File: src/hdl/ex_pkg.sv
//////////////////////////////////////////////////////////////////////
// shared types for the execute stage of the out-of-order core
// word and tag widths, unit and function encodings, the issue slot
// and completion entry structs, and the top level parameter defaults
// referenced by scoped name from every design file
//////////////////////////////////////////////////////////////////////
package ex_pkg;

	// default sizing of the execute stage
	localparam int N_WAY_DEF       = 2;
	localparam int MULT_STAGES_DEF = 4;
	localparam int Q_DEPTH_DEF     = 8;

	typedef logic [31:0] xlen_t;   // data word
	typedef logic [63:0] dword_t;  // full width product
	typedef logic [5:0]  tag_t;    // physical dest tag, 0 = no write
	typedef logic [31:0] inst_t;   // raw instruction word

	typedef enum logic [1:0] {
		UNIT_ALU,
		UNIT_MULT,
		UNIT_BRANCH
	} exec_unit_e;

	typedef enum logic [3:0] {
		ALU_ADD,
		ALU_SUB,
		ALU_AND,
		ALU_OR,
		ALU_XOR,
		ALU_SLT,
		ALU_SLTU,
		ALU_SLL,
		ALU_SRL,
		ALU_SRA
	} alu_func_e;

	typedef enum logic [1:0] {
		MUL,
		MULH,
		MULHSU,
		MULHU
	} mult_func_e;

	typedef enum logic [1:0] {
		OPA_IS_RS1,
		OPA_IS_NPC,
		OPA_IS_PC,
		OPA_IS_ZERO
	} opa_sel_e;

	typedef enum logic [2:0] {
		OPB_IS_RS2,
		OPB_IS_I_IMM,
		OPB_IS_S_IMM,
		OPB_IS_B_IMM,
		OPB_IS_U_IMM,
		OPB_IS_J_IMM
	} opb_sel_e;

	//////////////////////////////////////////////////////////////////////
	// one issued instruction, branch condition comes from inst funct3
	typedef struct packed {
		logic       valid;
		exec_unit_e unit;
		alu_func_e  alu_func;
		mult_func_e mult_func;
		opa_sel_e   opa_sel;
		opb_sel_e   opb_sel;
		inst_t      inst;
		xlen_t      pc;
		xlen_t      npc;
		xlen_t      rs1_value;
		xlen_t      rs2_value;
		tag_t       dest_tag;
		logic       cond_branch;
		logic       uncond_branch;
	} issue_slot_t;

	// one finished result on its way to writeback
	typedef struct packed {
		logic  valid;
		tag_t  dest_tag;
		xlen_t result;
		logic  take_branch;
		xlen_t br_target;
	} complete_t;

endpackage
File: src/hdl/branch_unit.sv
//////////////////////////////////////////////////////////////////////
// branch condition test and target adder for one issue slot
// condition from funct3 on rs1/rs2, target is opa + opb
//////////////////////////////////////////////////////////////////////
`timescale 1ns/1ps

module branch_unit (
	input  ex_pkg::issue_slot_t slot,
	input  ex_pkg::xlen_t       opa,
	input  ex_pkg::xlen_t       opb,
	output ex_pkg::complete_t   entry
);

	logic       cond;
	logic [2:0] funct3;

	assign funct3 = slot.inst[14:12];

	always_comb begin
		case (funct3)
			3'b000:  cond = slot.rs1_value == slot.rs2_value;                  // beq
			3'b001:  cond = slot.rs1_value != slot.rs2_value;                  // bne
			3'b100:  cond = $signed(slot.rs1_value) < $signed(slot.rs2_value);  // blt
			3'b101:  cond = $signed(slot.rs1_value) >= $signed(slot.rs2_value); // bge
			3'b110:  cond = slot.rs1_value < slot.rs2_value;                   // bltu
			3'b111:  cond = slot.rs1_value >= slot.rs2_value;                  // bgeu
			default: cond = 1'b0;
		endcase
	end

	always_comb begin
		entry.valid       = slot.valid && (slot.unit == ex_pkg::UNIT_BRANCH);
		entry.dest_tag    = slot.dest_tag;
		entry.result      = '0;
		entry.take_branch = slot.uncond_branch | (slot.cond_branch & cond);
		entry.br_target   = opa + opb;
	end

endmodule

File: config.mk
export PLATFORM = sky130hd
export DESIGN_NAME = branch_unit
export DESIGN_NICKNAME = d
export VERILOG_FILES = /design/src/hdl/ex_pkg.sv /design/src/hdl/branch_unit.sv
export SDC_FILE = /design/constraint.sdc
export NUM_CORES = 1
export LEC_CHECK = 0
export BUFFER_PORTS_ARGS = -buffer_cell sky130_fd_sc_hd__buf_2
export CAP_MARGIN = 10
export CORE_AREA = 2 2 125 127
export DETAILED_ROUTE_END_ITERATION = 7
export DIE_AREA = 0 0 127 129
export PLACE_DENSITY_LB_ADDON = 0.3
export SLEW_MARGIN = 30
export SYNTH_ARGS = -nofsm -noshare
export SYNTH_HDL_FRONTEND = slang
export SYNTH_SLANG_ARGS = --single-unit
File: constraint.sdc
create_clock -name vclk -period 5
set_input_delay 0.5 -clock vclk [all_inputs]
set_output_delay 0.5 -clock vclk [all_outputs]
set_load 0.02 [all_outputs]
; ---- Word-level counts from Yosys, hierarchy flattened
; Index checks and enable logic that the tools add are counted.
[word_totals]
reg_bits = 0
input_bits = 246
elab_cells = 18
[classes]
n_addsub = 1
magnitude_cmp = 4
eq_ne = 8
muxes = 1
n_bitwise = 2
reduce_logical = 2
[ops]
columns = op, n
row1 = $ge 32x32->1, 2
row2 = $lt 32x32->1, 2
row3 = $add 32x32->32, 1
row4 = $eq 32x32->1, 1
row5 = $ne 32x32->1, 1
row6 = $eq 3x3->1 const B, 4
row7 = $pmux 1 s6, 1
row8 = $eq 3x1->1 const B, 1
row9 = $logic_not 3->1, 1
row10 = $eq 2x2->1 const B, 1
row11 = $and 1x1->1, 1
row12 = $logic_and 1x1->1, 1
row13 = $or 1x1->1, 1

; ---- Depth between registers and ports, before layout
[logic_depth]
word_depth = 4
mapped_depth = 11
depth_no_buf = 11

; ---- Least setup slack after synthesis
; Ideal clock, no wire load.
[synth_path]
kind = input to output
from = in opa[5]
to = out entry[24] in the netlist's numbering
t_arrival_ps = 2696
required_time_ps = 4500
slack_ps = 1804
path_stages = 8
cell_sequence = ha_1 > a21o_1 > a211o_1 > a31oi_2 > o211ai_2 > o211a_1 > o21a_1 > o311ai_1
[synth_rtl]
columns = item, line_no
row1 = "start, declared", branch_unit.sv:9  ; input ex_pkg::xlen_t opa,
row2 = "end, declared", branch_unit.sv:11  ; output ex_pkg::complete_t entry

==> flow_summary.toml <==
[worst_setup_path]
path_delay_family = "compound AO/OA/AOI/OAI gates"
path_depth = 13
crit_type = "in2out"
required_ns = 4.50
worstPathCellList = "buf_2 -> ha_1 -> inv_1 -> fa_1 -> nor2b_1 -> o31a_1 -> a31oi_2 -> o211ai_2 -> o211ai_1 -> a31oi_1 -> nand4_1 -> o211ai_1 -> buf_2"
cp_max_fo = 4
critPathCaptureType = "primary output"
path_buf_inv = 3
max_stage_delay_ns = 0.39
cp.arrival_ns = 2.91
cpMaxStageDelayCell = "fa_1"
worst_setup_path_start_kind = "input port"

[routing]
drtIter0Drc = 58
antenna_left = 0
drt-pass1-iter-count = 4
wl_mm = 8.47
wl_per_cell_um = 11.4
drc = 0
vias = 3131
routed_via_density = 4.23

[layout]
regArea_sq_um = 0
drive_gt1_share_pct = 32.5
fill_cells = 1724
final_cell_mix = "buf_2 (170), ha_1 (63), inv_1 (39)"
final_common_cell = "buf_2"
layout.nets = 862
nClkBuffers = 0
seq_cells = 0
area_delta_synth_final_pct = 32.6

[sta]
fin_tns_setup_ns = 0
finalCritPeriodShare_pct = 68.2
finalSetupViolations = 0
max_freq_mhz = 293
slew_violations = 0
rsz0062_at_grt = "false"
hold_viol_final = 0
period_needed_ns = 3.41
tightestPinTransition_ns = 0.562
relSlewSlack_pct = 61.5

[global_route]
grtUsageTotal_pct = 9.66
grt_pass1_vias = 2994
grt_pass1_wl_mm = 13.5
grt.overflow.total = 0
antenna_found_initial = 4
grt_max_degree = 9

[pwr]
p_total_uw = 498
power_leakage_uw = 0.00217
ir_drop_v = 0.0000303
powerDensity_nw_per_um2 = 133

[placed_design]
gp_congestion = 0.778
io_buffers = 170
place_hpwl_mm = 7.81

[floorplanning]
core-area_sq_um = 15000
start_util_pct = 18.8
die_h_um = 129
boundaryPins = 318
die_x_um = 127
row_count = 45
die_area_sq_um = 16400

[synth]
synth.cell_area_sq_um = 2820
synth.distinct_cells = 50
synthCells = 388
yosys_warnings = 0
avgSynthCellArea_sq_um = 7.27
ys_seq_area_share_pct = 0

[cts]
cts_setup_buffers = 0
cts-hold-fix-buffers = 0
cts_repair_resize_count = 0

[min_path]
hp-class = "in2out"
holdPathStages = 0

[outcome]
outcome = "finished clean"

[job]
maxCapViolCount = 0
[synthesized netlist by cell type, types with 3 or more instances]
| master | instances | area [sq um] |
|---|---|---|
| a31oi_1 | 3 | 18.8 |
| a211oi_1 | 4 | 30.0 |
| buf_4 | 38 | 285 |
| nand3_1 | 8 | 40.0 |
| or2_2 | 3 | 18.8 |
| o21ai_0 | 14 | 70.1 |
| a31o_2 | 3 | 26.3 |
| nor3_1 | 9 | 45.0 |
| o21bai_1 | 3 | 22.5 |
| nor2_1 | 20 | 75.1 |
| o21ai_1 | 5 | 25.0 |
| a21o_1 | 26 | 195 |
| nand2_1 | 15 | 56.3 |
| xnor2_1 | 15 | 131 |
| nand2b_1 | 7 | 43.8 |
| inv_1 | 39 | 146 |
| nor2b_1 | 8 | 50.1 |
| ha_1 | 63 | 788 |
| xor2_1 | 12 | 105 |
| a21oi_1 | 30 | 150 |
| nor3b_1 | 3 | 22.5 |
| and3_1 | 6 | 37.5 |
| o21a_1 | 6 | 45.0 |
| o211ai_1 | 3 | 22.5 |
| nand4_1 | 11 | 68.8 |
[routing by layer]
metal | track usage, % | wire (um) | vias to the layer above
met5 | 0 | 27 | -
met4 | 0.582 | 50 | 4
met3 | 1.41 | 585 | 8
met2 | 18.8 | 4280 | 108
met1 | 11.7 | 3530 | 1344
li1 | - | - | 1667
[worst paths after layout]
path / start / endpoint / slack, ns
worst max-delay path: opa[0] / entry[30] / 1.59
worst min-delay path: slot[5] / entry[68] / 1.00
[cell families after synthesis]
family / synth area share [%]
AND/OR/NAND/NOR: 19.1
other: 0.133
multiplexers: 0.710
adder cells (fa/ha/maj): 28.7
buffers and inverters: 15.4
XOR/XNOR: 8.39
AO/OA/AOI/OAI: 27.6
[stage by stage]
stage	hold slack (ns)	util (%)	area [sq um]	setup WS [ns]	std cells
2_1_floorplan	1.08	-	2940	1.80	419
3_3_place_gp	1.00	24.9	3730	1.57	738
3_5_place_dp	1.00	24.9	3730	1.57	738
4_1_cts	1.00	24.9	3730	1.54	738
5_1_grt	1.00	25.0	3740	1.34	740
6_report	1.00	25.0	3740	1.59	740
[layout make-up]
type | instances | area, sq um | area share, %
inverters | 39 | 146 | 3.92
repair buffers | 170 | 851 | 22.8
diodes | 2 | 5.00 | 0.134
multi-input cells | 341 | 2500 | 66.9
well taps | 188 | 235 | 6.29
[power by group]
group | internal, uW | total (uW) | switching, uW
clock network | 0.0000534 | 0.0000535 | 0
registers | 0 | 0 | 0
logic | 206 | 498 | 292
Power figures use the tool's default switching activity.
