## config.mk

```make
export PLATFORM = sky130hd
export DESIGN_NAME = complete_queue
export DESIGN_NICKNAME = d
export VERILOG_FILES = /design/src/hdl/ex_pkg.sv /design/src/hdl/complete_queue.sv
export SDC_FILE = /design/constraint.sdc
export NUM_CORES = 2
export LEC_CHECK = 0
export BUFFER_PORTS_ARGS = -buffer_cell sky130_fd_sc_hd__buf_2
export CORE_AREA = 2 2 330 332
export DETAILED_ROUTE_END_ITERATION = 10
export DIE_AREA = 0 0 332 334
export PLACE_DENSITY = 0.62
export SLEW_MARGIN = 25
export SYNTH_ARGS = -nofsm -noshare
export SYNTH_HDL_FRONTEND = slang
export SYNTH_SLANG_ARGS = --single-unit
```

## constraint.sdc

```tcl
create_clock -name clock -period 7.7 [get_ports clock]
set_input_delay 0.77 -clock clock [delete_from_list [all_inputs] [get_ports clock]]
set_output_delay 0.77 -clock clock [all_outputs]
set_load 0.02 [all_outputs]
```

## src/hdl/ex_pkg.sv

```systemverilog
//////////////////////////////////////////////////////////////////////
// shared types for the execute stage of the out-of-order core
// word and tag widths, unit and function encodings, the issue slot
// and completion entry structs, and the top level parameter defaults
// referenced by scoped name from every design file
//////////////////////////////////////////////////////////////////////
package ex_pkg;

	// default sizing of the execute stage
	localparam int N_WAY_DEF       = 2;
	localparam int MULT_STAGES_DEF = 4;
	localparam int Q_DEPTH_DEF     = 8;

	typedef logic [31:0] xlen_t;   // data word
	typedef logic [63:0] dword_t;  // full width product
	typedef logic [5:0]  tag_t;    // physical dest tag, 0 = no write
	typedef logic [31:0] inst_t;   // raw instruction word

	typedef enum logic [1:0] {
		UNIT_ALU,
		UNIT_MULT,
		UNIT_BRANCH
	} exec_unit_e;

	typedef enum logic [3:0] {
		ALU_ADD,
		ALU_SUB,
		ALU_AND,
		ALU_OR,
		ALU_XOR,
		ALU_SLT,
		ALU_SLTU,
		ALU_SLL,
		ALU_SRL,
		ALU_SRA
	} alu_func_e;

	typedef enum logic [1:0] {
		MUL,
		MULH,
		MULHSU,
		MULHU
	} mult_func_e;

	typedef enum logic [1:0] {
		OPA_IS_RS1,
		OPA_IS_NPC,
		OPA_IS_PC,
		OPA_IS_ZERO
	} opa_sel_e;

	typedef enum logic [2:0] {
		OPB_IS_RS2,
		OPB_IS_I_IMM,
		OPB_IS_S_IMM,
		OPB_IS_B_IMM,
		OPB_IS_U_IMM,
		OPB_IS_J_IMM
	} opb_sel_e;

	//////////////////////////////////////////////////////////////////////
	// one issued instruction, branch condition comes from inst funct3
	typedef struct packed {
		logic       valid;
		exec_unit_e unit;
		alu_func_e  alu_func;
		mult_func_e mult_func;
		opa_sel_e   opa_sel;
		opb_sel_e   opb_sel;
		inst_t      inst;
		xlen_t      pc;
		xlen_t      npc;
		xlen_t      rs1_value;
		xlen_t      rs2_value;
		tag_t       dest_tag;
		logic       cond_branch;
		logic       uncond_branch;
	} issue_slot_t;

	// one finished result on its way to writeback
	typedef struct packed {
		logic  valid;
		tag_t  dest_tag;
		xlen_t result;
		logic  take_branch;
		xlen_t br_target;
	} complete_t;

endpackage
```

## src/hdl/complete_queue.sv

```systemverilog
//////////////////////////////////////////////////////////////////////
// completion queue between the execute units and writeback
// valid candidates are packed in at the tail each cycle, up to N_WAY
// oldest entries are shown at the head and popped on complete_ready;
// issue_ready is granted from a count of reserved slots so that
// everything in flight always has room
//////////////////////////////////////////////////////////////////////
`timescale 1ns/1ps

module complete_queue #(
	parameter int N_WAY   = 2,
	parameter int Q_DEPTH = 8
) (
	input  logic              clock,
	input  logic              reset,
	input  logic [N_WAY-1:0]  accepted,
	input  ex_pkg::complete_t candidates [2*N_WAY],
	input  logic              complete_ready,
	output ex_pkg::complete_t complete   [N_WAY],
	output logic              issue_ready
);

	localparam int PW = $clog2(Q_DEPTH);
	localparam int CW = $clog2(Q_DEPTH + 2*N_WAY + 1); // room for sums

	typedef logic [PW-1:0] ptr_t;
	typedef logic [CW-1:0] cnt_t;

	ex_pkg::complete_t mem [Q_DEPTH];

	ptr_t head, tail;
	cnt_t count;     // entries held
	cnt_t reserved;  // accepted and not yet popped
	cnt_t n_push, n_pop, n_acc;
	ptr_t wr_idx [2*N_WAY];

	function automatic ptr_t wrap_add(input ptr_t base, input cnt_t offset);
		int sum;
		sum = (int'(base) + int'(offset)) % Q_DEPTH;
		return ptr_t'(sum);
	endfunction

	//////////////////////////////////////////////////////////////////////
	// write side, compaction of valid candidates

	always_comb begin
		n_push = '0;
		for (int j = 0; j < 2*N_WAY; j++) begin
			wr_idx[j] = wrap_add(tail, n_push);
			if (candidates[j].valid)
				n_push = n_push + cnt_t'(1);
		end
	end

	always_ff @(posedge clock) begin
		for (int j = 0; j < 2*N_WAY; j++)
			if (candidates[j].valid)
				mem[wr_idx[j]] <= candidates[j];
	end

	//////////////////////////////////////////////////////////////////////
	// read side and credit

	always_comb begin
		for (int i = 0; i < N_WAY; i++) begin
			if (cnt_t'(i) < count)
				complete[i] = mem[wrap_add(head, cnt_t'(i))];
			else
				complete[i] = '0;
		end
	end

	always_comb begin
		n_acc = '0;
		for (int i = 0; i < N_WAY; i++)
			n_acc = n_acc + cnt_t'(accepted[i]);
	end

	assign n_pop = !complete_ready ? '0 :
		(count > cnt_t'(N_WAY)) ? cnt_t'(N_WAY) : count;

	assign issue_ready = (reserved + cnt_t'(N_WAY)) <= cnt_t'(Q_DEPTH);

	always_ff @(posedge clock) begin
		if (reset) begin
			head     <= '0;
			tail     <= '0;
			count    <= '0;
			reserved <= '0;
		end else begin
			head     <= wrap_add(head, n_pop);
			tail     <= wrap_add(tail, n_push);
			count    <= count + n_push - n_pop;
			reserved <= reserved + n_acc - n_pop;
		end
	end

endmodule

```

# After elaboration in Yosys (flattened, before gate mapping)
# Memories as Yosys holds them, arrays and structs flattened. A register that Yosys moved wholly into a read port is not among the register bits.
# Index checks and enable logic that the tools add are counted.
# op_classes
magnitude_cmp	4
add_sub_neg	15
n_mul	0
eq_ne	0
div	0
shift	0
mux	17
reduce_logical	0
bitwise	0
# op_table
operator	count
$mux W72	2
$mux W4	5
$add A3 B3 Y3	5
$add A4 B1 Y4 const B	3
$mux W1	9
$lt A1 B4 Y1 const A	2
$sub A4 B4 Y4	2
$add A4 B2 Y4	1
$add A4 B2 Y4 const B	1
$add A4 B4 Y4	1
$gt A4 B2 Y1 const B	1
$le A4 B4 Y1 const B	1
$add A3 B1 Y3 const B	1
$mux W3	1
$add A1 B1 Y2	1
# word_totals
rom_bits	0
latchBits	0
register_bits	14
n_memories	1
word_cells	41
out_inout_bits	145
ram_bits	576
# memory_table
memory	depth	width	read_ports	rd_ports_with_merged_regs	write_ports	line_no	rtl
mem	8	72	2	1	4	complete_queue.sv:29	ex_pkg::complete_t mem [Q_DEPTH];

# Logic depth before layout (Yosys ltp)
# depth
ltp_word	9
depth_mapped	13
depth_no_buf	12

# Worst setup path before layout
# No wires, ideal clock.
# synth_timing
path_kind	input to register
from	in candidates[287] (netlist name)
to	mem mem[6][0] (netlist name), enable pin
n_path_buf	0
arrival_time_ns	5.936
path_slack_ns	1.162
path_stages	2
cell_sequence	nand2b_1 -> o21ai_0
# synth_lines
item	line_no	rtl
start: declaration	complete_queue.sv:17	input ex_pkg::complete_t candidates [2*N_WAY],
end: declaration	complete_queue.sv:29	

==> results.toml <==
[timing]
post-route-period-util = 0.678
tightestPinTransition_ns = 1.16
maxSlewHeadroom = 0.225
hold_violations = 0
slew_violations = 0
worst_slack_ns = 2.48
rsz0062_at_grt = "no"
finalSetupTns_ns = 0
skew_ns = 0.0310
final.min_clock_period_ns = 5.22
fmax_mhz = 191
finalSetupViolCount = 0

[clock_tree]
hold_buffers = 0
cts_buffers = 73
post_cts_resize_count = 0
clkTransAtPathRegs_ns = 0.06
htreeDepth = 3
cts-root-buf = "clkbuf_16"
clk_latency_ns = 0.66
cts_tree = "done"
cts.sinks = 590
cts_setup_buffers = 0
clk_path_buf_depth = 3

[drt]
postRouteAntennaNets = 0
via_count = 45500
drt-vias-per-instance = 7.64
first_pass_iters = 6
drc = 0
drt-total-wl_um = 216000
met1_length_um = 77600
dr.max_layer_used = "met5"
wire_per_inst_um = 36.2
met2_length_um = 98300
drtIter0Drc = 6699
wl_met3_um = 27700

[final_layout]
fillers = 9788
stdcell_area_um2 = 52500
area_delta_synth_final_pct = 9.64
nNetsFinal = 4769
drive_gt1_frac = 0.218
fin_util = 0.487

[grt]
grt_antenna_before_repair = 57
grt_pass1_wl_um = 308000
grt_max_degree = 260
track_usage = 0.374
grt_overflow = 0
grt_pass1_vias = 43700

[setup_path]
worstSetupStartpointType = "flip-flop"
worstPathArrival_ns = 4.45
path_class = "flip-flop to output port"
crit_top_cell = "buf_4"
worst-path-buf-inv = 3
cp.required_ns = 6.93
crit_family = "buffers and inverters"
path_cells = "buf_4, xor2_4, buf_4, nand2_1, a21oi_1, buf_2"
reg2regPathDepth = 8
endpoint_kind = "output port"
path_max_fanout = 31
worst-path-stages = 6
crit_slowest_cell = "xor2_4"
critical_path.max_stage_delay_ns = 0.77

[power]
irDropWorstVdd_uv = 795
switching_share = 0.489
total_power_w = 0.0254
p_int_w = 0.0130
p_switching_w = 0.0124
share_comb_of_total_power = 0.605
pwr-share-clk = 0.136
seqPwrFrac = 0.259
p_leak_nw = 18.3
powerDensity_nw_per_um2 = 483

[synthesis]
synth-seq-area-share = 0.367
synth_edf_count = 576
yosys_warnings = 0
syn_area_per_cell_um2 = 10.4
synth-async-reset-ratio = 0
yosys.cell_types.count = 52
ys_ff_latch = 590
synthCells = 4587
syn_area_um2 = 47900
ys.flop_type = "edfxtp_1"
syn-num-nets = 4909

[place]
dp_hpwl_um = 118000
gp_congestion = 0.841
port_buffers = 437
dpl-instance-area_um2 = 50000
dp_slack_ns = 2.26

[floorplan]
fp.dieArea_um2 = 111000
rows = 121
fp.dieW_um = 332
io_pins = 438
core_area_um2 = 108000
floorplan.initialDensity = 0.444
die_h_um = 334

[job]
cap_violations = 0

[outcome]
status = "finished clean"

[worst_hold_path]
min-delay-path-class = "input pin to flip-flop"
hold_depth = 2
cell usage after synthesis, drive strengths merged, types with 2 or more instances:
cell type | instances | area [µm²]
edfxtp | 576 | 17300
clkbuf | 445 | 1720
o21ai | 428 | 2140
a22o | 426 | 3730
o211ai | 426 | 3200
buf | 312 | 1450
nand2 | 303 | 1140
mux4 | 288 | 6490
a2bb2oi | 284 | 2490
and3 | 145 | 907
o22ai | 144 | 901
a211oi | 142 | 1070
o22a | 142 | 1240
o2bb2ai | 142 | 1240
nor2 | 96 | 373
a21oi | 78 | 390
mux2i | 72 | 721
ha | 21 | 263
inv | 17 | 63.8
dfxtp | 14 | 280
xnor2 | 12 | 113
nor2b | 10 | 62.6
xor2 | 10 | 103
fa | 8 | 160
or2 | 6 | 37.5
nand2b | 5 | 31.3
nand3 | 5 | 30.0
nand3b | 4 | 30.0
nand4 | 4 | 25.0
o2111ai | 4 | 35.0
or4 | 4 | 30.0
a21o | 3 | 22.5
nor3 | 3 | 31.3
and2 | 2 | 12.5
conb | 2 | 7.51
or3b | 2 | 17.5
layout by cell type, fill, tap and decap left out, types with 76 or more instances in the layout:
cell / count
a211oi_1: 142
nor2_1: 88
nand2_1: 300
buf_4: 80
a22o_1: 426
o211ai_1: 426
and3_1: 144
buf_2: 437
o21ai_0: 426
o2bb2ai_1: 142
a2bb2oi_1: 284
clkbuf_16: 76
o22a_1: 142
mux4_2: 288
a21oi_1: 78
o22ai_1: 144
edfxtp_1: 576
power groups by stage:
stage               sequential, W  combinational (W)  clock, W
finish                    0.00657             0.0154   0.00344
CTS                       0.00654             0.0149   0.00345
global route              0.00671             0.0159   0.00355
detailed placement        0.00661             0.0149         0
floorplan                 0.00641             0.0100         0
global placement          0.00652             0.0147         0
registers in the layout (all words and copies together) (netlist names):
| register | cells |
|---|---|
| tail | 3 |
| count | 4 |
| mem | 576 |
| reserved | 4 |
| head | 3 |
worst paths after layout:
check                         start                     end  slack (ns)
max              head[2]$_SDFF_PP0_            complete[14]        2.48
min                 candidates[287]    mem[5][71]$_DFFE_PP_        0.50
min reg2reg  reserved[3]$_SDFF_PP0_  reserved[3]$_SDFF_PP0_        0.68
max reg2reg      tail[0]$_SDFF_PP0_    mem[7][64]$_DFFE_PP_        3.07
cells by family after synthesis:
family	share of synthesized area
buffers and inverters	0.0675
flip-flops	0.367
multiplexers	0.151
AND/OR/NAND/NOR	0.0572
AO/OA/AOI/OAI	0.344
XOR/XNOR	0.00450
other	0.000157
adder cells (fa/ha/maj)	0.00883
metrics by stage:
stage | std cells | hold WS, ns
floorplan | 4587 | 0.574
global placement | 5776 | 0.639
detailed placement | 5781 | 0.660
CTS | 5911 | 0.450
global route | 5946 | 0.495
finish | 5954 | 0.498
routing by layer:
| layer | vias to the layer above | global-route usage |
|---|---|---|
| met3 | 779 | 0.0957 |
| met4 | 28 | 0.216 |
| li1 | 18600 | - |
| met2 | 3772 | 0.583 |
| met1 | 22300 | 0.473 |
| met5 | - | 0 |
layout make-up:
class                      instances  area (µm²)  share of cell area
multi-input combinational       3223       27400               0.522
sequential                       590       17600               0.335
timing repair buffer             542        3280              0.0625
clock buffer                      92        1990              0.0380
tap                             1414        1770              0.0337
clock inverter                    38         284             0.00541
antenna                           38        95.1             0.00181
inverter                          17        63.8             0.00122
Power figures use the tool's default switching activity.
