<file path="src/hdl/ex_pkg.sv">
//////////////////////////////////////////////////////////////////////
// shared types for the execute stage of the out-of-order core
// word and tag widths, unit and function encodings, the issue slot
// and completion entry structs, and the top level parameter defaults
// referenced by scoped name from every design file
//////////////////////////////////////////////////////////////////////
package ex_pkg;

	// default sizing of the execute stage
	localparam int N_WAY_DEF       = 2;
	localparam int MULT_STAGES_DEF = 4;
	localparam int Q_DEPTH_DEF     = 8;

	typedef logic [31:0] xlen_t;   // data word
	typedef logic [63:0] dword_t;  // full width product
	typedef logic [5:0]  tag_t;    // physical dest tag, 0 = no write
	typedef logic [31:0] inst_t;   // raw instruction word

	typedef enum logic [1:0] {
		UNIT_ALU,
		UNIT_MULT,
		UNIT_BRANCH
	} exec_unit_e;

	typedef enum logic [3:0] {
		ALU_ADD,
		ALU_SUB,
		ALU_AND,
		ALU_OR,
		ALU_XOR,
		ALU_SLT,
		ALU_SLTU,
		ALU_SLL,
		ALU_SRL,
		ALU_SRA
	} alu_func_e;

	typedef enum logic [1:0] {
		MUL,
		MULH,
		MULHSU,
		MULHU
	} mult_func_e;

	typedef enum logic [1:0] {
		OPA_IS_RS1,
		OPA_IS_NPC,
		OPA_IS_PC,
		OPA_IS_ZERO
	} opa_sel_e;

	typedef enum logic [2:0] {
		OPB_IS_RS2,
		OPB_IS_I_IMM,
		OPB_IS_S_IMM,
		OPB_IS_B_IMM,
		OPB_IS_U_IMM,
		OPB_IS_J_IMM
	} opb_sel_e;

	//////////////////////////////////////////////////////////////////////
	// one issued instruction, branch condition comes from inst funct3
	typedef struct packed {
		logic       valid;
		exec_unit_e unit;
		alu_func_e  alu_func;
		mult_func_e mult_func;
		opa_sel_e   opa_sel;
		opb_sel_e   opb_sel;
		inst_t      inst;
		xlen_t      pc;
		xlen_t      npc;
		xlen_t      rs1_value;
		xlen_t      rs2_value;
		tag_t       dest_tag;
		logic       cond_branch;
		logic       uncond_branch;
	} issue_slot_t;

	// one finished result on its way to writeback
	typedef struct packed {
		logic  valid;
		tag_t  dest_tag;
		xlen_t result;
		logic  take_branch;
		xlen_t br_target;
	} complete_t;

endpackage
</file>
<file path="src/hdl/mult.sv">
//////////////////////////////////////////////////////////////////////
// pipelined RV32M multiplier for one issue slot
// operands sign extended to 64 bits, MULT_STAGES partial product
// stages, low or high word picked at the end; fully pipelined, so a
// new multiply may enter every cycle
//////////////////////////////////////////////////////////////////////
`timescale 1ns/1ps

module mult #(
	parameter int MULT_STAGES = 4
) (
	input  logic                clock,
	input  logic                reset,
	input  ex_pkg::issue_slot_t slot,
	output ex_pkg::complete_t   entry
);

	logic                   sign_mcand, sign_mplier;
	logic [MULT_STAGES:0]   done_chain;
	ex_pkg::tag_t           tag_chain     [MULT_STAGES+1];
	ex_pkg::dword_t         mcand_chain   [MULT_STAGES+1];
	ex_pkg::dword_t         mplier_chain  [MULT_STAGES+1];
	ex_pkg::dword_t         product_chain [MULT_STAGES+1];
	ex_pkg::mult_func_e     func_pipe     [MULT_STAGES];

	always_comb begin
		case (slot.mult_func)
			ex_pkg::MULHSU: {sign_mcand, sign_mplier} = 2'b10;
			ex_pkg::MULHU:  {sign_mcand, sign_mplier} = 2'b00;
			default:        {sign_mcand, sign_mplier} = 2'b11; // mul, mulh
		endcase
	end

	assign done_chain[0]    = slot.valid && (slot.unit == ex_pkg::UNIT_MULT);
	assign tag_chain[0]     = slot.dest_tag;
	assign mcand_chain[0]   = {{32{sign_mcand & slot.rs1_value[31]}}, slot.rs1_value};
	assign mplier_chain[0]  = {{32{sign_mplier & slot.rs2_value[31]}}, slot.rs2_value};
	assign product_chain[0] = '0;

	for (genvar s = 0; s < MULT_STAGES; s++) begin : g_stage
		mult_stage #(
			.MULT_STAGES(MULT_STAGES)
		) mult_stage_i (
			.clock      (clock),
			.reset      (reset),
			.start      (done_chain[s]),
			.tag_in     (tag_chain[s]),
			.mcand_in   (mcand_chain[s]),
			.mplier_in  (mplier_chain[s]),
			.product_in (product_chain[s]),
			.done       (done_chain[s+1]),
			.tag_out    (tag_chain[s+1]),
			.mcand_out  (mcand_chain[s+1]),
			.mplier_out (mplier_chain[s+1]),
			.product_out(product_chain[s+1])
		);
	end

	// function travels alongside its operands
	always_ff @(posedge clock) begin
		func_pipe[0] <= slot.mult_func;
		for (int k = 1; k < MULT_STAGES; k++)
			func_pipe[k] <= func_pipe[k-1];
	end

	always_comb begin
		entry.valid       = done_chain[MULT_STAGES];
		entry.dest_tag    = tag_chain[MULT_STAGES];
		entry.take_branch = 1'b0;
		entry.br_target   = '0;
		if (func_pipe[MULT_STAGES-1] == ex_pkg::MUL)
			entry.result = product_chain[MULT_STAGES][31:0];
		else
			entry.result = product_chain[MULT_STAGES][63:32];
	end

endmodule

</file>
<file path="src/hdl/mult_stage.sv">
//////////////////////////////////////////////////////////////////////
// one partial product stage of the pipelined multiplier
// consumes MULT_BITS multiplier bits per stage, chained by mult
//////////////////////////////////////////////////////////////////////
`timescale 1ns/1ps

module mult_stage #(
	parameter int MULT_STAGES = 4
) (
	input  logic           clock,
	input  logic           reset,
	input  logic           start,
	input  ex_pkg::tag_t   tag_in,
	input  ex_pkg::dword_t mcand_in,
	input  ex_pkg::dword_t mplier_in,
	input  ex_pkg::dword_t product_in,
	output logic           done,
	output ex_pkg::tag_t   tag_out,
	output ex_pkg::dword_t mcand_out,
	output ex_pkg::dword_t mplier_out,
	output ex_pkg::dword_t product_out
);

	localparam int MULT_BITS = $bits(ex_pkg::dword_t) / MULT_STAGES;

	ex_pkg::dword_t partial;

	assign partial = ex_pkg::dword_t'(mplier_in[MULT_BITS-1:0]) * mcand_in;

	always_ff @(posedge clock) begin
		tag_out     <= tag_in;
		product_out <= product_in + partial;
		mcand_out   <= mcand_in << MULT_BITS;
		mplier_out  <= mplier_in >> MULT_BITS;
	end

	always_ff @(posedge clock) begin
		if (reset)
			done <= 1'b0;
		else
			done <= start;
	end

endmodule

</file>
<file path="config.mk">
export PLATFORM = sky130hd
export DESIGN_NAME = mult
export DESIGN_NICKNAME = d
export VERILOG_FILES = /design/src/hdl/ex_pkg.sv /design/src/hdl/mult.sv /design/src/hdl/mult_stage.sv
export SDC_FILE = /design/constraint.sdc
export NUM_CORES = 2
export LEC_CHECK = 0
export BUFFER_PORTS_ARGS = -buffer_cell sky130_fd_sc_hd__buf_4
export CAP_MARGIN = 20
export CELL_PAD_IN_SITES_DETAIL_PLACEMENT = 1
export CELL_PAD_IN_SITES_GLOBAL_PLACEMENT = 2
export CORE_ASPECT_RATIO = 1.1
export CORE_MARGIN = 10
export CORE_UTILIZATION = 42
export DETAILED_ROUTE_END_ITERATION = 6
export PLACE_DENSITY_LB_ADDON = 0.1
export SLEW_MARGIN = 40
export SYNTH_ARGS = -nofsm -noshare
export SYNTH_HDL_FRONTEND = slang
export SYNTH_SLANG_ARGS = --single-unit
export TNS_END_PERCENT = 20
</file>
<file path="constraint.sdc">
create_clock -name clock -period 11.4 [get_ports clock]
set_input_delay 2.28 -clock clock [delete_from_list [all_inputs] [get_ports clock]]
set_output_delay 2.28 -clock clock [all_outputs]
set_load 0.005 [all_outputs]
</file>
# [Word level (Yosys, flattened, before mapping)]
# Memory sizes are Yosys's and may differ from the RTL's.
# Index checks and enable logic that the tools add are counted.
[totals] reg_bits=384 ramBits=8 inputBits=184 out_inout_bits=72 elab_cells=37 mem_count=1
[classes] n_addsub=3 n_mul=4 n_eq_ne=3 n_mux=3 bitwise_logic=2 n_reduce_logical=3
[memory_table] name="func_pipe" words=4 width=2 read_ports=4 rd_clocked_by_memory_dff=0 wr=4 line="mult.sv:24" rtl="ex_pkg::mult_func_e func_pipe [MULT_STAGES];"
[op_table] operator="adder 64 bit" n=3
[op_table] operator="multiplier 17 x 33 -> 50 bit" n=1
[op_table] operator="multiplier 16 x 48 -> 48 bit" n=1
[op_table] operator="multiplier 16 x 32 -> 32 bit" n=1
[op_table] operator="two-way mux 32 bit" n=1
[op_table] operator="multiplier 1 x 16 -> 16 bit" n=1
[op_table] operator="== test 2 bit, second input constant" n=2
[op_table] operator="bitwise AND 1 bit" n=2
[op_table] operator="== test 2 x 1 -> 1 bit, second input constant" n=1
[op_table] operator="zero test 2 bit" n=1
[op_table] operator="two-way mux 1 bit" n=2
[op_table] operator="OR reduction 2 bit" n=1
[op_table] operator="logical AND 1 bit" n=1

# [Depth between registers and ports, before layout]
[logic_depth] depth_word=4 depth_mapped=37 ltp_nobuf=36

# [Hierarchy]
# Synthesis repeated with hierarchy kept, for this count alone.
[hier_totals] cells_unflattened=14801 area_unflattened_um2=131114.5
[modules_own_cells] mod="mult_stage (g_stage[0].mult_stage_i ...)" instances=3 cells_per_inst=3678 area_each_um2=32553.7 seq_area_each_um2=3343.2
[modules_own_cells] mod="mult_stage (g_stage[3].mult_stage_i)" instances=1 cells_per_inst=3684 area_each_um2=32592.5 seq_area_each_um2=3343.2
[modules_own_cells] mod="mult" instances=1 cells_per_inst=83 area_each_um2=860.8 seq_area_each_um2=160.2

# [Worst setup path after synthesis]
# OpenSTA, ideal clock, no wires.
[synth_path] path_kind="in2reg" start="input slot[53] (netlist bit)" end="register g_stage[0].mult_stage_i.product_out[46]" setup_time_ns=0.127 t_arrival_ns=8.291 required_ns=11.273 setup_slack_ns=2.982 path_stages=25 n_path_buf=1 cell_sequence="clkbuf_1 nand2_1 fa_1 inv_1 fa_1 inv_1 fa_1 inv_1 fa_1 inv_1 fa_1 inv_1 fa_1 ha_1 a21oi_1 o21ai_0 o41ai_1 o21a_1 a21oi_1 o22a_1 a21o_1 a41o_1 a2111oi_0 nor3_1 xor2_1"
[synth_between] elab_chain_cells=1
[synth_rtl] element="start: declaration" line="mult.sv:14" rtl="input ex_pkg::issue_slot_t slot,"
[synth_rtl] element="multiplier 17 x 33 -> 50 bit" line="mult_stage.sv:28" rtl="assign partial = ex_pkg::dword_t'(mplier_in[MULT_BITS-1:0]) * mcand_in;"
[synth_rtl] element="net g_stage[0].mult_stage_i.partial[46]" line="mult_stage.sv:26" rtl="ex_pkg::dword_t partial;"
[synth_rtl] element="end signal: assignment" line="mult_stage.sv:32" rtl="product_out <= product_in + partial;"
[synth_rtl] element="end: declaration" line="mult_stage.sv:21" rtl="output ex_pkg::dword_t product_out"
# The timed path passes the listed nets, and every way through them passes these cells.
# A chain may end at the register's enable or synchronous reset.

# [Worst setup path after layout]
[layout_path] start="register g_stage[0].mult_stage_i.mplier_out[4]" end="register g_stage[1].mult_stage_i.product_out[60]"
[layout_between] elab_chain_cells=2
[layout_rtl] element="start: declaration" line="mult_stage.sv:20" rtl="output ex_pkg::dword_t mplier_out,"
[layout_rtl] element="start signal: assignment" line="mult_stage.sv:34" rtl="mplier_out <= mplier_in >> MULT_BITS;"
[layout_rtl] element="multiplier 16 x 48 -> 48 bit" line="mult_stage.sv:28"
[layout_rtl] element="adder 64 bit" line="mult_stage.sv:32"
[layout_rtl] element="end signal: assignment" line="mult_stage.sv:32"
[layout_rtl] element="end: declaration" line="mult_stage.sv:21"
# Every way passes these cells.

==> qor.txt <==
Initial DRT Pass Iterations -> 7
Total wire length -> 168 mm
Routed WL per cell -> 22.1 um
Asr flop ratio synth -> 0%
Share of cells above drive strength 1 -> 5.27%
Unrepaired setup endpoints after global routing -> false
Worst hold slack -> 0.322 ns
Final setup violation count -> 0
CP most frequent cell -> fa_1
Critical path type -> reg2reg
Worst r2r dst -> g_stage[1].mult_stage_i.product_out[60]
Commonest non-fill, non-tap cells in the layout -> inv_1 (1319), fa_1 (1206), nand2_1 (743)
Final Cycle Share -> 86.0%
Worst reg2reg setup slack -> 1.60 ns
Nets -> 7551
Worst path slowest cell -> dfxtp_1
Peak Freq -> 102 MHz
Chip Width -> 366 um
Clock buffer depth -> 3
Critical path arrival -> 10.27 ns
Worst path required time -> 11.87 ns
Hold Vio Cnt, Final -> 0
FF-to-FF path depth -> 34
Reg-to-reg startpoint -> g_stage[0].mult_stage_i.mplier_out[4]
Post-route ant nets -> 0
First-pass GRT wire length -> 267 mm
FF+latch area -> 7600 um^2
Yosys cell types -> 76
Detailed placer's ending HPWL -> 136 mm
Ys Warns -> 0
Part of the Yosys area used for sequential elements -> 13.7%
Residual DRC -> 0
CTS root buf -> clkbuf_16
Max Slew Vio Count -> 0
Crit path capture -> g_stage[1].mult_stage_i.product_out[60]
Largest net degree at the start of global routing -> 35
Antenna violations before repair -> 5
CTS Hold Buffers Added -> 0
Setup bufs post-CTS -> 0
Vias per cell -> 5.05
Final TNS setup -> 0 ns
Area occupied by multi-input gates -> 42000 um^2
Slew @ Worst Pin -> 0.900 ns
Clk_lat worst skew -> 0.61 ns
I/O Buffers -> 115
Core box area -> 131000 um^2
Placer congestion estimate -> 0.908
Worst-path clk slew -> 0.08 ns
Outcome -> finished clean
Grt total ovfl -> 0
Finished layout cell area -> 59400 um^2
Filler cells -> 14800
DRT iter0 DRCs -> 1657
Synth Instances -> 5783
Max Cap Viol -> 0
Post-layout min period -> 9.80 ns
Top_reg_cell synth -> dfxtp_1
Syn avg cell area -> 9.56 um^2
Post-synth EDFFs -> 0
Total die area -> 147000 um^2
PostCTS Resize Cnt -> 0
Starting Density -> 42.3%
Synth Register Bits -> 378
Area of the mapped netlist -> 55300 um^2
Worst path max stage delay -> 0.85 ns
CTS Buf Count -> 42
Worst Setup End Kind -> flip-flop
Layout Skew -> 0.0385 ns
Placed cell area -> 57900 um^2
Number of global-route vias before repair -> 44400
IO Count -> 256
Relative slew slack -> 39.6%
Row count -> 139
Area Growth Syn to Fin -> 7.51%
Clock Sinks -> 378
Largest fanout on the critical path -> 10
Worst setup path startpoint -> g_stage[0].mult_stage_i.mplier_out[4]
Critical Path Start Type -> flip-flop
Via count -> 38400
Tot GR Track Use -> 23.4%
Die Ht -> 400 um
HP Class -> reg2reg
CTS tree -> yes
Commonest non-fill, non-tap cell in the layout -> inv_1
H-tree Lvls -> 2
Fin util -> 45.5%
## stage by stage
stage	cells	setup slack, ns
finish	7603	1.60
global route	7601	1.15
CTS	7601	1.55
detailed placement	7525	1.62
global placement	7525	1.65
floorplan	5815	2.98
## cell families after synthesis
family / after synthesis / share of synthesized area (%)
fa+ha+maj: 1560 / 51.7
buf+inv: 1530 / 10.6
simple gates: 1488 / 13.0
compound gates: 547 / 6.44
flops: 378 / 13.7
xor+xnor: 246 / 3.90
mux: 33 / 0.670
other cells: 1 / 0.00679
## critical path, delay by kind of cell (launching register included)
kind / cells / cell delay [ns]
buffers and inverters: 5 / 0.55
AO/OA/AOI/OAI: 14 / 3.12
XOR/XNOR: 2 / 0.49
adder cells (fa/ha/maj): 8 / 3.59
flip-flops: 1 / 0.85
AND/OR/NAND/NOR: 5 / 1.03
## worst min path at each step
stage                                             from                                       to  slack [ns]  depth (start not counted)
2_1_floorplan                          func_pipe[0][0]                          func_pipe[1][0]        0.31                          0
3_3_place_gp        g_stage[0].mult_stage_i.tag_out[1]       g_stage[1].mult_stage_i.tag_out[1]        0.31                          0
3_5_place_dp   g_stage[2].mult_stage_i.product_out[47]  g_stage[3].mult_stage_i.product_out[47]        0.31                          0
4_1_cts             g_stage[1].mult_stage_i.tag_out[0]       g_stage[2].mult_stage_i.tag_out[0]        0.32                          0
5_1_grt        g_stage[1].mult_stage_i.product_out[21]  g_stage[2].mult_stage_i.product_out[21]        0.32                          0
6_report       g_stage[2].mult_stage_i.product_out[35]  g_stage[3].mult_stage_i.product_out[35]        0.32                          0
## flip-flops by register name, indices dropped and copies added (netlist names)
| name | cells |
|---|---|
| g_stage.mult_stage_i.mplier_out | 19 |
| g_stage.mult_stage_i.tag_out | 24 |
| g_stage.mult_stage_i.product_out | 242 |
| g_stage.mult_stage_i.mcand_out | 81 |
| func_pipe | 8 |
| g_stage.mult_stage_i.done | 4 |
## synth_stat cells (39+ instances only)
cell type  instances  share of area, %
fa_1            1206                44
nand2b_1          39              0.44
ha_1             354               8.0
xnor2_1          180               2.9
dfxtp_1          378                14
xor2_1            66               1.0
nor2_1            98              0.67
o21ai_0           99              0.90
a21oi_1          162               1.5
nand2_1          743               5.0
and2_1           451               5.1
clkbuf_1         176               1.2
inv_1           1319               9.0
a21o_1           104               1.4
## area by class of cell
| type | instances | share of cell area [%] |
|---|---|---|
| clock buffer | 53 | 1.91 |
| tap | 1762 | 3.71 |
| timing repair buffer | 159 | 2.01 |
| antenna | 2 | 0.00842 |
| clock inverter | 23 | 0.617 |
| multi-input combinational | 3907 | 70.6 |
| inverter | 1319 | 8.33 |
| sequential | 378 | 12.8 |
## layer usage
metal,up-vias,wire [um],track usage [%]
met4,0,3900,5.28
li1,17200,-,-
met3,175,5820,1.70
met1,20300,75700,31.9
met5,-,0,0
met2,677,82800,40.3
Power is not shown: default switching activity piles up to over one toggle a cycle in this logic, so the estimate is an artifact.
