`src/hdl/ex_pkg.sv`:
```
//////////////////////////////////////////////////////////////////////
// shared types for the execute stage of the out-of-order core
// word and tag widths, unit and function encodings, the issue slot
// and completion entry structs, and the top level parameter defaults
// referenced by scoped name from every design file
//////////////////////////////////////////////////////////////////////
package ex_pkg;

	// default sizing of the execute stage
	localparam int N_WAY_DEF       = 2;
	localparam int MULT_STAGES_DEF = 4;
	localparam int Q_DEPTH_DEF     = 8;

	typedef logic [31:0] xlen_t;   // data word
	typedef logic [63:0] dword_t;  // full width product
	typedef logic [5:0]  tag_t;    // physical dest tag, 0 = no write
	typedef logic [31:0] inst_t;   // raw instruction word

	typedef enum logic [1:0] {
		UNIT_ALU,
		UNIT_MULT,
		UNIT_BRANCH
	} exec_unit_e;

	typedef enum logic [3:0] {
		ALU_ADD,
		ALU_SUB,
		ALU_AND,
		ALU_OR,
		ALU_XOR,
		ALU_SLT,
		ALU_SLTU,
		ALU_SLL,
		ALU_SRL,
		ALU_SRA
	} alu_func_e;

	typedef enum logic [1:0] {
		MUL,
		MULH,
		MULHSU,
		MULHU
	} mult_func_e;

	typedef enum logic [1:0] {
		OPA_IS_RS1,
		OPA_IS_NPC,
		OPA_IS_PC,
		OPA_IS_ZERO
	} opa_sel_e;

	typedef enum logic [2:0] {
		OPB_IS_RS2,
		OPB_IS_I_IMM,
		OPB_IS_S_IMM,
		OPB_IS_B_IMM,
		OPB_IS_U_IMM,
		OPB_IS_J_IMM
	} opb_sel_e;

	//////////////////////////////////////////////////////////////////////
	// one issued instruction, branch condition comes from inst funct3
	typedef struct packed {
		logic       valid;
		exec_unit_e unit;
		alu_func_e  alu_func;
		mult_func_e mult_func;
		opa_sel_e   opa_sel;
		opb_sel_e   opb_sel;
		inst_t      inst;
		xlen_t      pc;
		xlen_t      npc;
		xlen_t      rs1_value;
		xlen_t      rs2_value;
		tag_t       dest_tag;
		logic       cond_branch;
		logic       uncond_branch;
	} issue_slot_t;

	// one finished result on its way to writeback
	typedef struct packed {
		logic  valid;
		tag_t  dest_tag;
		xlen_t result;
		logic  take_branch;
		xlen_t br_target;
	} complete_t;

endpackage
```
`src/hdl/alu.sv`:
```
//////////////////////////////////////////////////////////////////////
// integer ALU for one issue slot, purely combinational
// also shapes jump results: link value npc, target opa + opb
//////////////////////////////////////////////////////////////////////
`timescale 1ns/1ps

module alu (
	input  ex_pkg::issue_slot_t slot,
	input  ex_pkg::xlen_t       opa,
	input  ex_pkg::xlen_t       opb,
	output ex_pkg::complete_t   entry
);

	ex_pkg::xlen_t alu_val;
	logic [4:0]    shamt;

	assign shamt = opb[4:0];

	always_comb begin
		case (slot.alu_func)
			ex_pkg::ALU_ADD:  alu_val = opa + opb;
			ex_pkg::ALU_SUB:  alu_val = opa - opb;
			ex_pkg::ALU_AND:  alu_val = opa & opb;
			ex_pkg::ALU_OR:   alu_val = opa | opb;
			ex_pkg::ALU_XOR:  alu_val = opa ^ opb;
			ex_pkg::ALU_SLT:  alu_val = {31'b0, $signed(opa) < $signed(opb)};
			ex_pkg::ALU_SLTU: alu_val = {31'b0, opa < opb};
			ex_pkg::ALU_SLL:  alu_val = opa << shamt;
			ex_pkg::ALU_SRL:  alu_val = opa >> shamt;
			ex_pkg::ALU_SRA:  alu_val = $signed(opa) >>> shamt;
			default:          alu_val = '0;
		endcase
	end

	always_comb begin
		entry.valid    = slot.valid && (slot.unit == ex_pkg::UNIT_ALU);
		entry.dest_tag = slot.dest_tag;
		if (slot.uncond_branch) begin
			// jal / jalr write the link address
			entry.result      = slot.npc;
			entry.take_branch = 1'b1;
			entry.br_target   = opa + opb;
		end else begin
			entry.result      = alu_val;
			entry.take_branch = 1'b0;
			entry.br_target   = '0;
		end
	end

endmodule

```
`config.mk`:
```
export PLATFORM = sky130hd
export DESIGN_NAME = alu
export DESIGN_NICKNAME = d
export VERILOG_FILES = /design/src/hdl/ex_pkg.sv /design/src/hdl/alu.sv
export SDC_FILE = /design/constraint.sdc
export NUM_CORES = 1
export LEC_CHECK = 0
export BUFFER_PORTS_ARGS = -buffer_cell sky130_fd_sc_hd__clkbuf_2
export CAP_MARGIN = 25
export CORE_AREA = 2 2 151 153
export DETAILED_ROUTE_END_ITERATION = 8
export DIE_AREA = 0 0 153 155
export PLACE_DENSITY = 0.7
export SYNTH_ARGS = -nofsm -noshare
export SYNTH_HDL_FRONTEND = slang
export SYNTH_SLANG_ARGS = --single-unit
```
`constraint.sdc`:
```
create_clock -name vclk -period 5.48
set_input_delay 1.096 -clock vclk [all_inputs]
set_output_delay 1.096 -clock vclk [all_outputs]
set_load 0.1 [all_outputs]
```
After elaboration in Yosys (flattened, before gate mapping)
Cells that the tools add are included.
{ "totals": {"regBits": 0, "in_bits": 246, "output_inout_bits": 72, "wordCells": 24} }
{ "op_classes": {"n_addsub": 2, "order_cmp": 2, "n_eq_ne": 9, "n_shift": 3, "n_mux": 2, "bitwise_logic": 3, "reduce_logical": 3} }
{ "op_table": {"columns": ["operator", "count"], "rows": [
  ["$pmux 32 s10", 1],
  ["$mux 65", 1],
  ["$lt 32x32->1", 2],
  ["$add 32x32->32", 1],
  ["$and 32x32->32", 1],
  ["$or 32x32->32", 1],
  ["$shl 32x5->32", 1],
  ["$shr 32x5->32", 1],
  ["$sshr 32x5->32", 1],
  ["$sub 32x32->32", 1],
  ["$xor 32x32->32", 1],
  ["$eq 4x3->1 const B", 4],
  ["$eq 4x2->1 const B", 2],
  ["$eq 4x4->1 const B", 2],
  ["$eq 4x1->1 const B", 1],
  ["$logic_not 4->1", 1],
  ["$logic_not 2->1", 1],
  ["$logic_and 1x1->1", 1]
]} }

Logic depth before layout (Yosys ltp)
Gate-level depths: netlist of run 1.
{ "logic_depth": {"ltp_word": 3, "mapped_depth": 14, "depth_no_buf": 12} }

Least setup slack after synthesis of run 1
Ideal clock, no wire load.
{ "synth_timing": {"path_type": "input-to-output", "start": "input opb[2]", "end": "output entry[49] (netlist bit)", "arrival_time_ns": 7.139, "required_ns": 4.384, "path_slack_ns": -2.755, "cell_stages": 14, "path_buffers": 4, "cell_sequence": "clkbuf_1 > clkinv_1 > clkbuf_1 > clkbuf_1 > ha_1 > buf_2 > nor2b_1 > o211a_1 > o211a_1 > o311a_1 > o21ai_0 > o21ai_0 > xnor2_1 > o311ai_0"} }
{ "synth_lines": {"columns": ["element", "line", "source"], "rows": [
  ["start: declaration", "alu.sv:10", "input ex_pkg::xlen_t opb,"],
  ["end: declaration", "alu.sv:11", "output ex_pkg::complete_t entry"]
]} }

==> key figures, run 1 <==
Floorplanning
  – Cell row count: 55
  – Die H: 155 um
  – Die Width: 153 um
  – Core area: 22200 um^2
  – Die ar.: 23700 um^2
  – Ports: 318
  – Starting Density: 0.432

Placed design
  – Buffers on Ports: 170
  – Setup slack after placement: 0.108 ns
  – Routability cong.: 1.10
  – Dpl cells: 1906
  – Placed Area: 12500 um^2
  – Post-DP HPWL: 42900 um

STA
  – Hold_ws: 2.19 ns
  – Final hold violations: 0
  – Period utilization: 0.991
  – Final setup margin: 0.0498 ns
  – Final setup violation count: 0
  – Worst-Margin Slew: 0.904 ns
  – Achievable Freq: 184 MHz
  – Slew margin rel.: 0.392
  – Slew Limit Fails: 0
  – Unrepaired setup endpoints after global routing: no
  – Fin crit period: 5.43 ns

Logic synthesis
  – Syn Nets: 1764
  – Mean Syn Cell Area: 6.79 um^2
  – Top cells by area, synth: ha_1 13%, mux4_2 12%, a21oi_1 7.4%
  – Cell taking the most area after synthesis: ha_1
  – Synth Warn #: 0
  – Yosys top cell area share: 0.130
  – Mapped Area: 9610 um^2
  – Sequential-to-total area share from yosys stat: 0
  – Yosys cell types: 82
  – Synthesized instance count: 1416

Routing
  – Vias per inst: 6.82
  – Post-Route WL: 53100 um
  – Wire per inst: 27.8 um
  – Vias: 13000
  – Antenna-violating nets left: 0
  – Router iterations before antenna repair: 8
  – DR iter-0 viols: 1708
  – DRC errors left: 0

Global routing
  – GR Util All Layers: 0.427
  – Largest net degree at the start of global routing: 55
  – Antenna violations before repair: 2
  – Congestion Overflow GR: 0
  – Vias in the first global route: 12300
  – First-pass GRT wire length: 77400 um

Flow run
  – Max_cap viols: 0

Worst setup path
  – CP Data Required Time: 4.38 ns
  – Crit-path max FO: 11
  – Startpoint Class: primary input
  – Arrival @ worst endpoint: 4.33 ns
  – Crit path capture type: output port
  – WS Path Type: in2out

Worst hold path
  – Min-delay worst type: in2out
  – Hold Startpoint: slot[4]
  – Worst hold endpoint: entry[67]
  – Hold Path Depth: 0

Power and ir drop
  – Max IR drop VDD: 0.000135 V
  – Power Dens Cells: 155 nW/um^2
  – P_leak: 0.00556 uW

Cells and area
  – Clock buffer count: 0
  – Commonest cells after routing, fill and taps aside: 163 x nor2_1, 155 x buf_4, 141 x a21oi_1
  – Final instance area: 12600 um^2
  – Most common cell after layout, fill and taps aside: nor2_1
  – Share of post-route cells with drive strength above 1: 0.274
  – Sequential cells: 0
  – Reg area: 0 um^2
  – Finished Layout Cells: 1907
  – Antenna fix cells: 0
  – Syn-to-layout area delta: 30.9%
  – Nets: 1972

Clock network
  – Hold-fix buffers, CTS: 0

Status
  – Status: finished clean
## kinds of logic (layout without fill, tap and decap cells)
logic type	count (synthesis)	count (layout)	share of synthesized area
AOI/OAI and AO/OA	488	488	0.334
and+or+nand+nor	457	457	0.217
buffers and inverters	215	421	0.0926
muxes	110	110	0.182
adders and majority gates	102	102	0.134
xor gates and xnor gates	44	44	0.0401
## critical path, cell delays in order
cell and delay (ns):
clkbuf_2 0.11, inv_1 0.08, ha_1 0.52, nand3_1 0.22, a2111oi_1 0.44, o2111ai_1 0.41
a31oi_1 0.43, o21ai_0 0.16, buf_4 0.17, xnor2_1 0.19, nand2_1 0.13, o2111ai_2 0.15
buf_12 0.21
## report_power, final
group / internal (uW) / switching, uW / total, uW
logic: 688 / 1270 / 1960
clock network: 0 / 0 / 0
registers: 0 / 0 / 0
## per-stage QoR
stage | setup TNS (ns) | util | power (uW)
floorplan | -0.0202 | - | 1210
detailed placement | 0 | 0.564 | 1890
global route | 0 | 0.566 | 2030
finish | 0 | 0.566 | 1960
CTS | 0 | 0.564 | 1900
global placement | 0 | 0.564 | 1890
## synthesized netlist by cell type (all sizes together) (15+ instances only)
master,instances
mux4,50
ha,100
nor2,169
nand3,38
o22ai,22
nor3,30
a211oi,17
buf,37
inv,94
nand2,120
a31oi,26
o211ai,17
clkbuf,81
mux2,19
a21oi,142
mux2i,41
o21ai,102
a21o,17
a221oi,19
xnor2,33
nand4,15
and2,17
## how the worst max path moves through the flow
stage	startpoint	to	cells past startpoint
floorplan	opb[2]	entry[59]	14
global placement	opa[1]	entry[58]	12
detailed placement	opa[10]	entry[58]	12
CTS	opa[10]	entry[58]	12
global route	opb[9]	entry[59]	13
finish	opa[10]	entry[62]	13
## per-layer routing
metal  vias up  GRT usage  wire length (um)
met5         -          0                 0
met3       142      0.128              7610
met4         0      0.153              2270
li1       5685          -                 -
met2      1023      0.625             21900
met1      6150      0.595             21300
## area by class of cell
| class | count | area [um^2] |
|---|---|---|
| Fill cell | 2178 | 9650 |
| Inverter | 97 | 379 |
| Multi-Input combinational cell | 1201 | 8920 |
| Tap cell | 285 | 357 |
| Timing Repair Buffer | 324 | 2920 |
## timing repair
item	4_1_cts	5_1_grt
buffers inserted	0	0
setup endpoints to repair	0	5
resized for setup	0	3
endpoints found under the hold margin	0	0
No activity file was read; power rests on OpenSTA's default activity.
==> run 2, diff against run 1 <==
Settings changed: CELL_PAD_IN_SITES_DETAIL_PLACEMENT set to 0, CELL_PAD_IN_SITES_GLOBAL_PLACEMENT set to 2, CORE_AREA 2 2 151 153 to 2 2 189 191, DIE_AREA 0 0 153 155 to 0 0 191 193, PLACE_DENSITY 0.7 to unset, PLACE_DENSITY_LB_ADDON set to 0.1.
==> key figures, run 2 (synthesis gave the netlist of run 1 again) <==
Global routing
  – Antenna violations before repair: 0 (-2)
  – GR Util All Layers: 0.307 (-0.120)
  – Vias in the first global route: 12200 (-0.52%)
  – First-pass GRT wire length: 83500 um (+7.9%)
  – Largest net degree at the start of global routing: 66 (+20%)
  – Congestion Overflow GR: 0 (unchanged)

Floorplanning
  – Die H: 193 um (+25%)
  – Cell row count: 69 (+25%)
  – Die ar.: 36900 um^2 (+55%)
  – Core area: 35000 um^2 (+57%)
  – Die Width: 191 um (+25%)
  – Ports: 318 (unchanged)
  – Starting Density: 0.275 (-0.157)

Worst setup path
  – Critical Path Start: opa[14]
  – Critical path depth: 14 (+1)
  – Crit path capture type: output port
  – CP Data Required Time: 4.38 ns (about the same)
  – Arrival @ worst endpoint: 4.31 ns (-0.02 ns)
  – Cell family with most CP delay: compound AO/OA/AOI/OAI gates
  – CP Cell Sequence: clkbuf_2 -> clkinvlp_4 -> ha_2 -> a21oi_1 -> nor3_1 -> o41ai_1 -> buf_4 -> nand4_1 -> a21boi_1 -> xnor2_1 -> a221oi_1 -> buf_4 -> nor2_2 -> buf_12
  – Startpoint Class: primary input
  – Crit-path slowest cell: a21boi_1
  – CP Capture Point: entry[60]
  – Crit-path max FO: 8 (-3)
  – CP Buf/Inv Count: 5 (+1)
  – Most frequent CP cell: buf_4
  – CP peak stage delay: 0.46 ns (-0.06 ns)
  – WS Path Type: in2out

Routing
  – Post-Route WL: 57900 um (+9.1%)
  – Met2 wire length: 25800 um (+18%)
  – Met1 WL: 25900 um (+21%)
  – Antenna-violating nets left: 0 (unchanged)
  – DRC errors left: 0 (unchanged)
  – Metal3 WL: 4750 um (-38%)
  – Router iterations before antenna repair: 5 (-3)
  – DR top layer: met4
  – DR iter-0 viols: 1230 (-28%)
  – Vias: 12600 (-3.1%)
  – Wire per inst: 27.7 um (-0.48%)
  – Vias per inst: 6.03 (-12%)

Clock network
  – Post-CTS Setup Inserts: 0 (unchanged)
  – Hold-fix buffers, CTS: 0 (unchanged)

Cells and area
  – Most common cell after layout, fill and taps aside: nor2_1
  – Commonest cells after routing, fill and taps aside: 163 x nor2_1, 159 x buf_4, 140 x a21oi_1
  – Reg area: 0 um^2 (unchanged)
  – Final instance area: 12900 um^2 (+2.4%)
  – Post-layout util: 0.368 (-0.197)
  – Fill cells: 3822 (+75%)
  – Sequential cells: 0 (unchanged)
  – Share of post-route cells with drive strength above 1: 0.282 (+0.00759)
  – Clock buffer count: 0 (unchanged)
  – Nets: 1978 (+0.30%)
  – Syn-to-layout area delta: 34.1%
  – Area of the multi-input gates: 8950 um^2 (+0.35%)

STA
  – Worst-Margin Slew: 0.803 ns (-0.101 ns)
  – Period utilization: 0.986 (-0.00480)
  – Fin crit period: 5.40 ns (-0.0263 ns)
  – Slew Limit Fails: 0 (unchanged)
  – Achievable Freq: 185 MHz (+0.49%)
  – Hold_ws: 2.19 ns (unchanged)
  – Final hold violations: 0 (unchanged)
  – Final setup margin: 0.0762 ns (+0.0263 ns)
  – Final setup violation count: 0 (unchanged)
  – Slew margin rel.: 0.463 (+0.0712)

Placed design
  – Placed Area: 12800 um^2 (+2.4%)
  – Buffers on Ports: 170 (unchanged)
  – Post-DP HPWL: 46700 um (+8.9%)
  – Routability cong.: 0.946 (-14%)
  – Setup slack after placement: -0.0925 ns (-0.200 ns)

Worst hold path
  – Min-delay worst type: in2out

Flow run
  – Max_cap viols: 0 (unchanged)

Status
  – Status: finished clean
==> run 2: changes by cell type in the layout (fill, tap and decap cells not counted), moves of 2 or more <==
cell,change
ha_2,+3
buf_12,+2
buf_4,+4
ha_1,-3
==> run 2: through the flow <==
| stage | std cells | TNS, ns |
|---|---|---|
| after global routing | 2089 | -0.0116 |
| after floorplan | 1416 | -0.0202 |
| final | 2090 | 0 |
| after global placement | 2089 | -0.151 |
| after CTS | 2089 | 0 |
| after detailed placement | 2089 | -0.158 |
==> run 2: routing by layer <==
layer / track usage / up-vias
met1: 0.439 / 6239
met5: 0 / -
met4: 0.0674 / 0
met3: 0.0452 / 73
li1: - / 5683
met2: 0.486 / 607
==> run 2: worst min path at each step <==
| stage | start | endpoint | slack (ns) | cells past startpoint |
|---|---|---|---|---|
| final | slot[2] | entry[65] | 2.19 | 0 |
| after global placement | slot[7] | entry[70] | 2.19 | 0 |
| after global routing | slot[5] | entry[68] | 2.19 | 0 |
| after floorplan | slot[0] | entry[32] | 2.40 | 1 |
| after detailed placement | slot[7] | entry[70] | 2.19 | 0 |
| after CTS | slot[7] | entry[70] | 2.19 | 0 |
==> run 2: cell type report <==
class	count	area share
Timing Repair Buffer	330	0.230
Tap cell	461	0.0448
Inverter	97	0.0297
Multi-Input combinational cell	1201	0.695
Antenna cell	1	0.000194
==> run 2: timing repair <==
| item | in CTS | in global routing |
|---|---|---|
| endpoints found under the hold margin | 0 | 0 |
| gates resized for setup | 2 | 11 |
| gates cloned | 0 | 0 |
| endpoints found under the setup margin | 3 | 14 |
| pin swaps | 0 | 2 |
